===== src/uart_pkg.sv =====
package uart_pkg;

   // One character on the line or in the FIFO
   typedef logic [7:0] byte_t;

   // Register number carried by a report request
   typedef logic [1:0] reg_sel_t;

   // Received byte with its one-cycle strobe
   typedef struct packed {
      byte_t data;
      logic  valid;
   } rx_word_t;

   // Fixed characters of a report line
   localparam byte_t CH_R     = 8'h52; // "R"
   localparam byte_t CH_COLON = 8'h3a; // ":"
   localparam byte_t CH_NL    = 8'h0a; // Line feed
   localparam byte_t CH_CR    = 8'h0d; // Carriage return

endpackage


===== src/uart_fifo.sv =====
module uart_fifo
   import uart_pkg::*;
#(
   parameter int P_FIFO_DEPTH = 8
)
(
   input  logic  clk,
   input  logic  rst,
   input  logic  i_wr,
   input  byte_t i_din,
   input  logic  i_rd,
   output byte_t o_dout,
   output logic  o_full,
   output logic  o_empty
);

   localparam int LP_AW = $clog2(P_FIFO_DEPTH);

   byte_t          mem [P_FIFO_DEPTH];
   logic [LP_AW:0] wr_ptr; // Extra MSB tells full from empty
   logic [LP_AW:0] rd_ptr;
   logic           do_wr;
   logic           do_rd;

   assign do_wr = i_wr && !o_full;
   assign do_rd = i_rd && !o_empty;

   // Pointers wrap naturally at the buffer size
   always_ff @(posedge clk)
   begin
      if (rst)
      begin
         wr_ptr <= '0;
         rd_ptr <= '0;
      end
      else
      begin
         if (do_wr)
            wr_ptr <= wr_ptr + 1'b1;
         if (do_rd)
            rd_ptr <= rd_ptr + 1'b1;
      end
   end

   // Storage only, no reset
   always_ff @(posedge clk)
   begin
      if (do_wr)
         mem[wr_ptr[LP_AW-1:0]] <= i_din;
   end

   assign o_dout  = mem[rd_ptr[LP_AW-1:0]]; // Head entry, no read latency
   assign o_empty = (wr_ptr == rd_ptr);
   assign o_full  = (wr_ptr[LP_AW] != rd_ptr[LP_AW]) &&
                    (wr_ptr[LP_AW-1:0] == rd_ptr[LP_AW-1:0]);

endmodule


===== src/uart_rx.sv =====
module uart_rx
   import uart_pkg::*;
#(
   parameter int P_CLKS_PER_BIT = 16
)
(
   input  logic     clk,
   input  logic     rst,
   input  logic     i_rx,
   output rx_word_t o_rx
);

   localparam int               LP_CW   = $clog2(P_CLKS_PER_BIT);
   localparam logic [LP_CW-1:0] LP_LAST = LP_CW'(P_CLKS_PER_BIT - 1);
   localparam logic [LP_CW-1:0] LP_HALF = LP_CW'(P_CLKS_PER_BIT / 2 - 1);

   typedef enum logic [1:0] {
      st_idle,
      st_start,
      st_data,
      st_stop
   } rx_state_t;

   rx_state_t        state;
   logic [1:0]       rx_sync;  // Two-stage synchronizer
   logic             rx_last;  // Previous synchronized level
   logic             rx_line;
   logic             rx_fall;
   logic [LP_CW-1:0] clk_cnt;
   logic [2:0]       bit_idx;
   byte_t            shift;

   assign rx_line = rx_sync[1];
   assign rx_fall = rx_last && !rx_line;

   always_ff @(posedge clk)
   begin
      if (rst)
      begin
         rx_sync <= 2'b11;
         rx_last <= 1'b1;
      end
      else
      begin
         rx_sync <= {rx_sync[0], i_rx};
         rx_last <= rx_line;
      end
   end

   always_ff @(posedge clk)
   begin
      if (rst)
      begin
         state      <= st_idle;
         clk_cnt    <= '0;
         bit_idx    <= '0;
         o_rx.valid <= 1'b0;
      end
      else
      begin
         o_rx.valid <= 1'b0; // Single-cycle strobe
         case (state)
            st_idle:
               if (rx_fall)
               begin
                  state   <= st_start;
                  clk_cnt <= '0;
               end
            st_start:
               if (clk_cnt == LP_HALF)
               begin
                  clk_cnt <= '0;
                  bit_idx <= '0;
                  // Glitch if the line went back high
                  state   <= rx_line ? st_idle : st_data;
               end
               else
               begin
                  clk_cnt <= clk_cnt + 1'b1;
               end
            st_data:
               if (clk_cnt == LP_LAST)
               begin
                  clk_cnt <= '0;
                  bit_idx <= bit_idx + 3'd1;
                  if (bit_idx == 3'd7)
                     state <= st_stop;
               end
               else
               begin
                  clk_cnt <= clk_cnt + 1'b1;
               end
            st_stop:
               if (clk_cnt == LP_LAST)
               begin
                  clk_cnt    <= '0;
                  state      <= st_idle;
                  o_rx.valid <= rx_line; // Framing error drops the byte
               end
               else
               begin
                  clk_cnt <= clk_cnt + 1'b1;
               end
            default:
               state <= st_idle;
         endcase
      end
   end

   // Data path, LSB arrives first
   always_ff @(posedge clk)
   begin
      if (state == st_data && clk_cnt == LP_LAST)
         shift <= {rx_line, shift[7:1]};
      if (state == st_stop && clk_cnt == LP_LAST && rx_line)
         o_rx.data <= shift; // Held until next good byte
   end

endmodule


===== src/uart_top.sv =====
module uart_top
   import uart_pkg::*;
#(
   parameter int P_DP_WIDTH     = 16,
   parameter int P_CLKS_PER_BIT = 16,
   parameter int P_FIFO_DEPTH   = 8
)
(
   input  logic                  clk,
   input  logic                  rst,
   input  logic                  i_rx,
   input  reg_sel_t              i_tx_reg,
   input  logic [P_DP_WIDTH-1:0] i_tx_data,
   input  logic                  i_tx_stb,
   output logic                  o_tx,
   output logic                  o_tx_busy,
   output byte_t                 o_rx_data,
   output logic                  o_rx_valid
);

   localparam int LP_NIBS = P_DP_WIDTH / 4;
   localparam int LP_NCW  = (LP_NIBS > 1) ? $clog2(LP_NIBS) : 1;
   localparam logic [LP_NCW-1:0] LP_NIB_LAST = LP_NCW'(LP_NIBS - 1);

   typedef logic [3:0] nib_t;

   typedef enum logic [2:0] {
      st_idle,
      st_r,
      st_n,
      st_c,
      st_nib,
      st_nl,
      st_cr
   } fmt_state_t;

   fmt_state_t              state;
   logic [LP_NCW-1:0]       nib_cnt;
   logic [P_DP_WIDTH-1:0]   tx_val;   // Value, shifted a nibble per hex char
   reg_sel_t                tx_reg;
   logic                    accept;
   logic                    advance;

   byte_t                   fifo_din;
   byte_t                   fifo_dout;
   logic                    fifo_wr;
   logic                    fifo_rd;
   logic                    fifo_full;
   logic                    fifo_empty;

   logic                    tx_start; // Registered pop
   byte_t                   tx_byte;
   logic                    tx_active;
   rx_word_t                rx_word;

   function automatic byte_t nib_to_ascii(input nib_t nib);
      byte_t c;
      if (nib < 4'd10)
         c = 8'h30 + byte_t'(nib);          // "0" to "9"
      else
         c = 8'h41 + byte_t'(nib - 4'd10);  // "A" to "F"
      return c;
   endfunction

   assign accept    = (state == st_idle) && i_tx_stb;
   assign advance   = !fifo_full;           // Full FIFO stalls the formatter
   assign o_tx_busy = (state != st_idle);

   always_ff @(posedge clk)
   begin
      if (rst)
      begin
         state   <= st_idle;
         nib_cnt <= '0;
      end
      else
      begin
         case (state)
            st_idle:
               if (accept)
                  state <= st_r;
            st_r:
               if (advance)
                  state <= st_n;
            st_n:
               if (advance)
                  state <= st_c;
            st_c:
               if (advance)
               begin
                  state   <= st_nib;
                  nib_cnt <= '0;
               end
            st_nib:
               if (advance)
               begin
                  if (nib_cnt == LP_NIB_LAST)
                     state <= st_nl;
                  else
                     nib_cnt <= nib_cnt + 1'b1;
               end
            st_nl:
               if (advance)
                  state <= st_cr;
            st_cr:
               if (advance)
                  state <= st_idle; // Last char written here
            default:
               state <= st_idle;
         endcase
      end
   end

   // Captured request
   always_ff @(posedge clk)
   begin
      if (accept)
      begin
         tx_val <= i_tx_data;
         tx_reg <= i_tx_reg;
      end
      else if (state == st_nib && advance)
      begin
         tx_val <= tx_val << 4;
      end
   end

   always_comb
   begin
      case (state)
         st_r:    fifo_din = CH_R;
         st_n:    fifo_din = 8'h30 + byte_t'(tx_reg); // Register digit
         st_c:    fifo_din = CH_COLON;
         st_nl:   fifo_din = CH_NL;
         st_cr:   fifo_din = CH_CR;
         default: fifo_din = nib_to_ascii(tx_val[P_DP_WIDTH-1 -: 4]);
      endcase
   end

   assign fifo_wr = o_tx_busy && advance;

   // One pop per character, spaced so the active flag can rise in between
   assign fifo_rd = !fifo_empty && !tx_active && !tx_start;

   always_ff @(posedge clk)
   begin
      if (rst)
         tx_start <= 1'b0;
      else
         tx_start <= fifo_rd;
   end

   // Head moves on the pop edge, so keep the popped char
   always_ff @(posedge clk)
   begin
      if (fifo_rd)
         tx_byte <= fifo_dout;
   end

   uart_fifo #(
      .P_FIFO_DEPTH (P_FIFO_DEPTH)
   ) u_fifo (
      .clk     (clk),
      .rst     (rst),
      .i_wr    (fifo_wr),
      .i_din   (fifo_din),
      .i_rd    (fifo_rd),
      .o_dout  (fifo_dout),
      .o_full  (fifo_full),
      .o_empty (fifo_empty)
   );

   uart_tx #(
      .P_CLKS_PER_BIT (P_CLKS_PER_BIT)
   ) u_tx (
      .clk      (clk),
      .rst      (rst),
      .i_start  (tx_start),
      .i_byte   (tx_byte),
      .o_active (tx_active),
      .o_tx     (o_tx)
   );

   uart_rx #(
      .P_CLKS_PER_BIT (P_CLKS_PER_BIT)
   ) u_rx (
      .clk  (clk),
      .rst  (rst),
      .i_rx (i_rx),
      .o_rx (rx_word)
   );

   assign o_rx_data  = rx_word.data;
   assign o_rx_valid = rx_word.valid;

endmodule


===== src/uart_tx.sv =====
module uart_tx
   import uart_pkg::*;
#(
   parameter int P_CLKS_PER_BIT = 16
)
(
   input  logic  clk,
   input  logic  rst,
   input  logic  i_start,
   input  byte_t i_byte,
   output logic  o_active,
   output logic  o_tx
);

   localparam int               LP_CW   = $clog2(P_CLKS_PER_BIT);
   localparam logic [LP_CW-1:0] LP_LAST = LP_CW'(P_CLKS_PER_BIT - 1);

   logic [9:0]       frame;   // Stop, data LSB first, start
   logic [LP_CW-1:0] clk_cnt;
   logic [3:0]       bit_idx;
   logic             bit_end;

   assign bit_end = (clk_cnt == LP_LAST);

   always_ff @(posedge clk)
   begin
      if (rst)
      begin
         frame    <= '1; // Line idles high
         clk_cnt  <= '0;
         bit_idx  <= '0;
         o_active <= 1'b0;
      end
      else if (!o_active)
      begin
         // A start pulse while active is not possible from the read control
         if (i_start)
         begin
            frame    <= {1'b1, i_byte, 1'b0};
            clk_cnt  <= '0;
            bit_idx  <= '0;
            o_active <= 1'b1;
         end
      end
      else if (bit_end)
      begin
         clk_cnt <= '0;
         frame   <= {1'b1, frame[9:1]}; // Refill with idle level
         if (bit_idx == 4'd9)
            o_active <= 1'b0; // End of stop bit
         else
            bit_idx <= bit_idx + 4'd1;
      end
      else
      begin
         clk_cnt <= clk_cnt + 1'b1;
      end
   end

   // Straight from a flop so the line never glitches
   assign o_tx = frame[0];

endmodule

===== config.mk =====
export PLATFORM = sky130hd
export DESIGN_NAME = uart_top
export DESIGN_NICKNAME = d
export VERILOG_FILES = /design/src/uart_pkg.sv /design/src/uart_fifo.sv /design/src/uart_rx.sv /design/src/uart_top.sv /design/src/uart_tx.sv
export SDC_FILE = /design/constraint.sdc
export NUM_CORES = 1
export LEC_CHECK = 0
export BUFFER_PORTS_ARGS = -buffer_cell sky130_fd_sc_hd__buf_2
export CORE_UTILIZATION = 68
export CTS_BUF_LIST = sky130_fd_sc_hd__clkbuf_4 sky130_fd_sc_hd__clkbuf_8
export CTS_CLUSTER_DIAMETER = 60
export DETAILED_ROUTE_END_ITERATION = 10
export PLACE_DENSITY = 0.93
export SETUP_SLACK_MARGIN = 0.05
export SYNTH_ARGS = -nofsm -noshare
export SYNTH_HDL_FRONTEND = slang
export SYNTH_HIERARCHICAL = 1
export SYNTH_SLANG_ARGS = --single-unit

===== constraint.sdc =====
create_clock -name clk -period 3.9 [get_ports clk]
set_input_delay 0.585 -clock clk [delete_from_list [all_inputs] [get_ports clk]]
set_output_delay 0.585 -clock clk [all_outputs]
set_load 0.03 [all_outputs]

==> results.json, run 1 <==
{
  "outcome": "finished, final reports clean",
  "min-delay-start": "i_tx_reg[1]",
  "worst_ep_arrival_time_ps": 2950,
  "nets": 579,
  "syn_to_final_growth_pct": 10.0,
  "path_cells": "xor2_1 > nor4_2 > buf_4 > nor2_1 > nand4_1 > nor2_1",
  "cts_setup_buffers": 0,
  "synth_edf_count": 106,
  "layout_worst_path_cycle_share_pct": 74.1,
  "max_freq_mhz": 346,
  "ir_drop_v": 0.000337,
  "synth_top_flop_cell": "edfxtp_1",
  "setup_viol_count_final": 0,
  "grtUsageTotal_pct": 26.5,
  "io_pins": 33,
  "routed_wl_mm": 12.7,
  "dr.pass1.iters": 5,
  "p_leak_nw": 2.69,
  "power_mw": 4.79,
  "drt_first_iter_violations": 294,
  "power_density_nw_per_um2": 634,
  "avgSynthCellArea_um2": 13.5,
  "drive_gt1_share_pct": 21.2,
  "slowest_delay_ps": 590,
  "cts_tree": "done",
  "route.vias.total": 4285,
  "cts.sinks": 154,
  "crit_slowest_cell": "nor2_1",
  "drv_cap": 0,
  "finalHoldWorstSlack_ps": 318,
  "n_fill_cell": 553,
  "num_rows": 36,
  "cts_htree_levels": 4,
  "drv_slew": 0,
  "endpoint_kind": "flip-flop",
  "cts_resized": 0,
  "startpoint": "u_fifo/wr_ptr[1]",
  "antenna_found_initial": 0,
  "largest_register_ffs": 64,
  "grt_max_degree": 54,
  "die_area_um2": 10500,
  "die_h_um": 103,
  "min_path_type": "in -> reg",
  "drc": 0,
  "first_global_vias": 4249,
  "diodes": 0,
  "setup-tns-final_ps": 0,
  "start_kind": "flip-flop",
  "critPathKind": "reg -> reg",
  "synth.distinct_cells": 69,
  "initial_core_util_pct": 70.4,
  "reg2reg_depth": 6,
  "ys_seq_elements": 154,
  "gp_congestion": 0.807,
  "finalHoldViolCount": 0,
  "numPortBuffers": 32,
  "hpwl_mm": 8.36,
  "yosysSeqAreaShare_pct": 60.3,
  "synth_top_area_cell": "edfxtp_1",
  "clockRootBuffer": "clkbuf_8",
  "rrSetupSlack_ps": 1010,
  "critPathBufInv": 1,
  "slew-limit-headroom_pct": 29.1,
  "synthArstFlopShare_pct": 0,
  "clk_pin_slew_ps": 80,
  "seq_area_um2": 4140,
  "yosysMostFrequentCell": "edfxtp_1",
  "synth.area.top_cells": "edfxtp_1, dfxtp_1, mux4_2",
  "ys_warn_count": 6,
  "worstHoldEndpoint": "tx_reg[1]",
  "synthTopCellsByCount": "edfxtp_1, dfxtp_1, nor2_1",
  "gr-total-overflow": 0,
  "post_drt_via_cell_ratio": 6.21,
  "insertion_delay_ps": 430,
  "cp_max_fo": 14,
  "netlist_area_um2": 6880,
  "core_area_um2": 9770,
  "timing.rr.end": "u_fifo/mem[7][0]",
  "cp_top_family": "simple AND/OR/NAND/NOR gates",
  "grt_pass1_wl_mm": 20.6,
  "multi_input_area_um2": 2510,
  "ant_nets": 0,
  "rr_startpoint": "u_fifo/wr_ptr[1]",
  "clock_skew_ps": 15.3,
  "numCtsBuffers": 17,
  "die_w_um": 103,
  "rsz0062_at_grt": "no",
  "cpMostUsedCell": "nor2_1",
  "holdBufCountCts": 0,
  "instances_no_fill": 690,
  "clock_path_buffers": 2,
  "worstPathRequired_ps": 3960,
  "whs_path_depth": 1,
  "syn-instance-count": 511,
  "post_drt_wl_per_cell_um": 18.4,
  "tightestPinTransition_ps": 1060,
  "min_period_ps": 2890,
  "synth_top_area_share_pct": 46.3,
  "dp_cells": 658
}
-- worst reg2reg max path: cells and delay by family, from the launching register on --
family,cells,cell delay [ps]
flip-flops,1,580
buffers and inverters,1,200
AND/OR/NAND/NOR,4,1330
XOR/XNOR,1,400
-- cell type report --
cell class                 count  share of cell area [%]
inverter                      14                   0.695
tap                          133                    2.20
sequential                   154                    54.8
timing repair buffer          42                    3.11
clock buffer                  24                    4.12
multi-input combinational    315                    33.2
clock inverter                 8                    1.87
-- worst max-delay path by stage --
stage / to / cells after the start
2_1_floorplan: u_fifo/mem[3][0] / 6
3_3_place_gp: u_fifo/mem[7][6] / 6
3_5_place_dp: u_fifo/mem[7][6] / 6
4_1_cts: u_fifo/mem[7][6] / 6
5_1_grt: u_fifo/mem[7][5] / 6
6_report: u_fifo/mem[7][0] / 6
-- placed cells by master (no fill, tap or decap), drive strengths merged, types with 9 or more instances in the layout --
cell / instances
and2: 10
nor2: 25
nand2: 12
o21ai: 17
mux2: 27
nand3: 11
nand2b: 10
edfxtp: 106
mux2i: 9
inv: 14
buf: 42
a21oi: 17
nor3: 15
nor2b: 12
ha: 13
dfxtp: 48
mux4: 16
clkbuf: 24
-- logic make-up after synthesis --
logic type	share of synthesized area, %
flip-flops	60.3
other	0.0545
multiplexers	11.0
AO/OA/AOI/OAI	8.91
adder cells (fa/ha/maj)	2.36
buffers and inverters	3.57
AND/OR/NAND/NOR	12.4
XOR/XNOR	1.53
-- power by group --
group / internal (mW) / leakage, nW / switching, mW
logic: 0.477 / 1.10 / 0.638
registers: 2.14 / 1.36 / 0.216
clock network: 0.784 / 0.231 / 0.540
total: 3.40 / 2.69 / 1.39
-- per-layer routing --
metal | global-route usage (%) | routed length [um] | vias to the layer above
li1 | - | - | 2021
met1 | 31.3 | 5200 | 2093
met2 | 46.1 | 6650 | 149
met3 | 7.19 | 643 | 22
met4 | 10.5 | 226 | 0
met5 | 0 | 0 | -
-- metrics by stage --
step           cell area (um^2)  util, %  setup WS (ps)
5_1_grt                    7570     77.4            841
3_3_place_gp               7110     72.8           1450
4_1_cts                    7570     77.4           1050
3_5_place_dp               7110     72.8           1090
6_report                   7570     77.4           1010
2_1_floorplan              6900        -           1260
(Power assumes the default switching activity.)
==> run 2: changes to the inputs <==
--- a/config.mk
+++ b/config.mk
@@ -6,11 +6,11 @@
 export NUM_CORES = 1
 export LEC_CHECK = 0
 export BUFFER_PORTS_ARGS = -buffer_cell sky130_fd_sc_hd__buf_2
-export CORE_UTILIZATION = 68
+export CORE_UTILIZATION = 64
 export CTS_BUF_LIST = sky130_fd_sc_hd__clkbuf_4 sky130_fd_sc_hd__clkbuf_8
 export CTS_CLUSTER_DIAMETER = 60
 export DETAILED_ROUTE_END_ITERATION = 10
-export PLACE_DENSITY = 0.93
+export PLACE_DENSITY = 0.89
 export SETUP_SLACK_MARGIN = 0.05
 export SYNTH_ARGS = -nofsm -noshare
 export SYNTH_HDL_FRONTEND = slang
==> constraint.sdc (replaced) <==
create_clock -name clk -period 2.8 [get_ports clk]
set_input_delay 0.42 -clock clk [delete_from_list [all_inputs] [get_ports clk]]
set_output_delay 0.42 -clock clk [all_outputs]
set_load 0.03 [all_outputs]
==> run 2 against run 1 <==
Compared with the run above:
- via count is 0.54% lower
- clock skew is 5.3 ps lower
- combinational power is 46% higher
- routed wire length is 2.7% lower
- final area hardly changed
- critical path depth stayed put
- sequential share of layout area hardly changed
- fmax is 16% higher
- core utilization is 4.5 points lower
- sequential power is 36% higher
- non-clock buffer count is 8 higher
- worst setup slack worse by 710 ps
- critical path type unchanged
==> results.json, run 2 (same netlist as run 1, synthesis figures left out) <==
{
  "outcome": "finished, final reports clean",
  "slew-limit-headroom_pct": 41.6,
  "power_density_nw_per_um2": 850,
  "power_mw": 6.43,
  "numCtsBuffers": 17,
  "endpoint_kind": "flip-flop",
  "numPortBuffers": 32,
  "cp_top_family": "simple AND/OR/NAND/NOR gates",
  "io_pins": 33,
  "layout_worst_path_cycle_share_pct": 89.1,
  "grt_pass1_wl_mm": 20.7,
  "cts.sinks": 154,
  "path_cells": "xor2_1 > nor4_2 > nor2_1 > nand2b_1 > nor4b_1 > buf_4",
  "p_leak_nw": 2.69,
  "critPathBufInv": 1,
  "min-delay-start": "i_tx_reg[1]",
  "cts_setup_buffers": 0,
  "antenna_found_initial": 0,
  "num_rows": 37,
  "syn_to_final_growth_pct": 9.91,
  "grtUsageTotal_pct": 24.7,
  "route.vias.total": 4262,
  "initial_core_util_pct": 66.3,
  "dp_slack_ps": 447,
  "post_drt_wl_per_cell_um": 17.7,
  "ant_nets": 0,
  "core_area_um2": 10400,
  "gr-total-overflow": 0,
  "grt_max_degree": 37,
  "rrSetupSlack_ps": 310,
  "rr_startpoint": "u_fifo/wr_ptr[2]",
  "hpwl_mm": 8.44,
  "die_w_um": 106,
  "multi_input_area_um2": 2510,
  "ir_drop_v": 0.000580,
  "dp_cells": 669,
  "seq_area_um2": 4140,
  "setup_ws_ps": 306,
  "drive_gt1_share_pct": 22.1,
  "diodes": 0,
  "finalHoldViolCount": 0,
  "clock_path_buffers": 2,
  "layout_common_cells": "edfxtp_1, dfxtp_1, buf_2",
  "setup_viol_count_final": 0,
  "drc": 0,
  "cts_tree": "done",
  "clk_pin_slew_ps": 80,
  "rsz0062_at_grt": "no",
  "critPathKind": "reg -> reg",
  "max_freq_mhz": 401,
  "worst_ep_arrival_time_ps": 2660,
  "holdBufCountCts": 0,
  "clock_skew_ps": 10.0,
  "tightestPinTransition_ps": 867,
  "instances_no_fill": 701,
  "die_area_um2": 11200,
  "drt_first_iter_violations": 309,
  "slowest_delay_ps": 560,
  "gp_congestion": 0.866,
  "cp_max_fo": 10,
  "first_global_vias": 4262,
  "start_kind": "flip-flop",
  "drv_slew": 0,
  "final_common_cell": "edfxtp_1",
  "post-route-util_pct": 72.9,
  "crit_slowest_cell": "dfxtp_1",
  "timing.rr.end": "u_fifo/mem[2][3]",
  "largest_register_ffs": 64,
  "clockRootBuffer": "clkbuf_8",
  "nets": 587,
  "post_drt_via_cell_ratio": 6.08,
  "n_fill_cell": 649,
  "worstHoldEndpoint": "tx_reg[1]",
  "whs_path_depth": 1,
  "die_h_um": 106,
  "dr.pass1.iters": 5,
  "min_period_ps": 2490,
  "insertion_delay_ps": 450,
  "setup-tns-final_ps": 0,
  "min_path_type": "in -> reg",
  "cts_htree_levels": 4,
  "drv_cap": 0,
  "routed_wl_mm": 12.4,
  "cts_resized": 0,
  "worstPathRequired_ps": 2960,
  "reg2reg_depth": 6
}
run 2: cell types whose count changed in the layout (fill, tap and decap cells not counted), moves of 2 or more:
cell	before	now
clkinv_4	0	3
clkbuf_4	3	0
clkinvlp_4	1	3
buf_4	10	18
inv_6	0	2
bufinv_16	4	2
clkbuf_8	21	17
run 2: per-stage QoR:
step           instance area [um^2]  hold WS, ps
6_report                       7560          142
5_1_grt                        7560          112
4_1_cts                        7560          113
3_5_place_dp                   7180          404
3_3_place_gp                   7180          395
2_1_floorplan                  6900          389
run 2: layer usage:
| layer | GRT usage, % | routed length (um) |
|---|---|---|
| met2 | 42.3 | 6520 |
| met5 | 0 | 0 |
| met1 | 29.0 | 5080 |
| met3 | 6.43 | 545 |
| met4 | 11.5 | 240 |
run 2: cell type report:
cell class / instances / area share [%]
Clock inverter: 15 / 1.97
Multi-Input combinational cell: 315 / 33.3
Timing Repair Buffer: 50 / 3.91
Inverter: 14 / 0.695
Sequential cell: 154 / 54.8
Tap cell: 136 / 2.25
Clock buffer: 17 / 3.09
run 2: worst max-delay path by stage:
stage | start | slack, ps | cells past startpoint | end
5_1_grt | u_fifo/wr_ptr[0] | 150 | 6 | u_fifo/mem[3][1]
2_1_floorplan | u_fifo/wr_ptr[0] | 160 | 6 | u_fifo/mem[3][0]
4_1_cts | u_fifo/wr_ptr[2] | 420 | 6 | u_fifo/mem[2][1]
3_3_place_gp | u_fifo/wr_ptr[2] | 520 | 6 | u_fifo/mem[2][7]
3_5_place_dp | u_fifo/wr_ptr[2] | 450 | 6 | u_fifo/mem[2][4]
6_report | u_fifo/wr_ptr[2] | 310 | 6 | u_fifo/mem[2][3]
run 2: report_power, final:
| group | switching (mW) | internal, mW |
|---|---|---|
| clock | 0.818 | 0.787 |
| combinational | 0.932 | 0.697 |
| sequential | 0.214 | 2.98 |
| total | 1.96 | 4.46 |
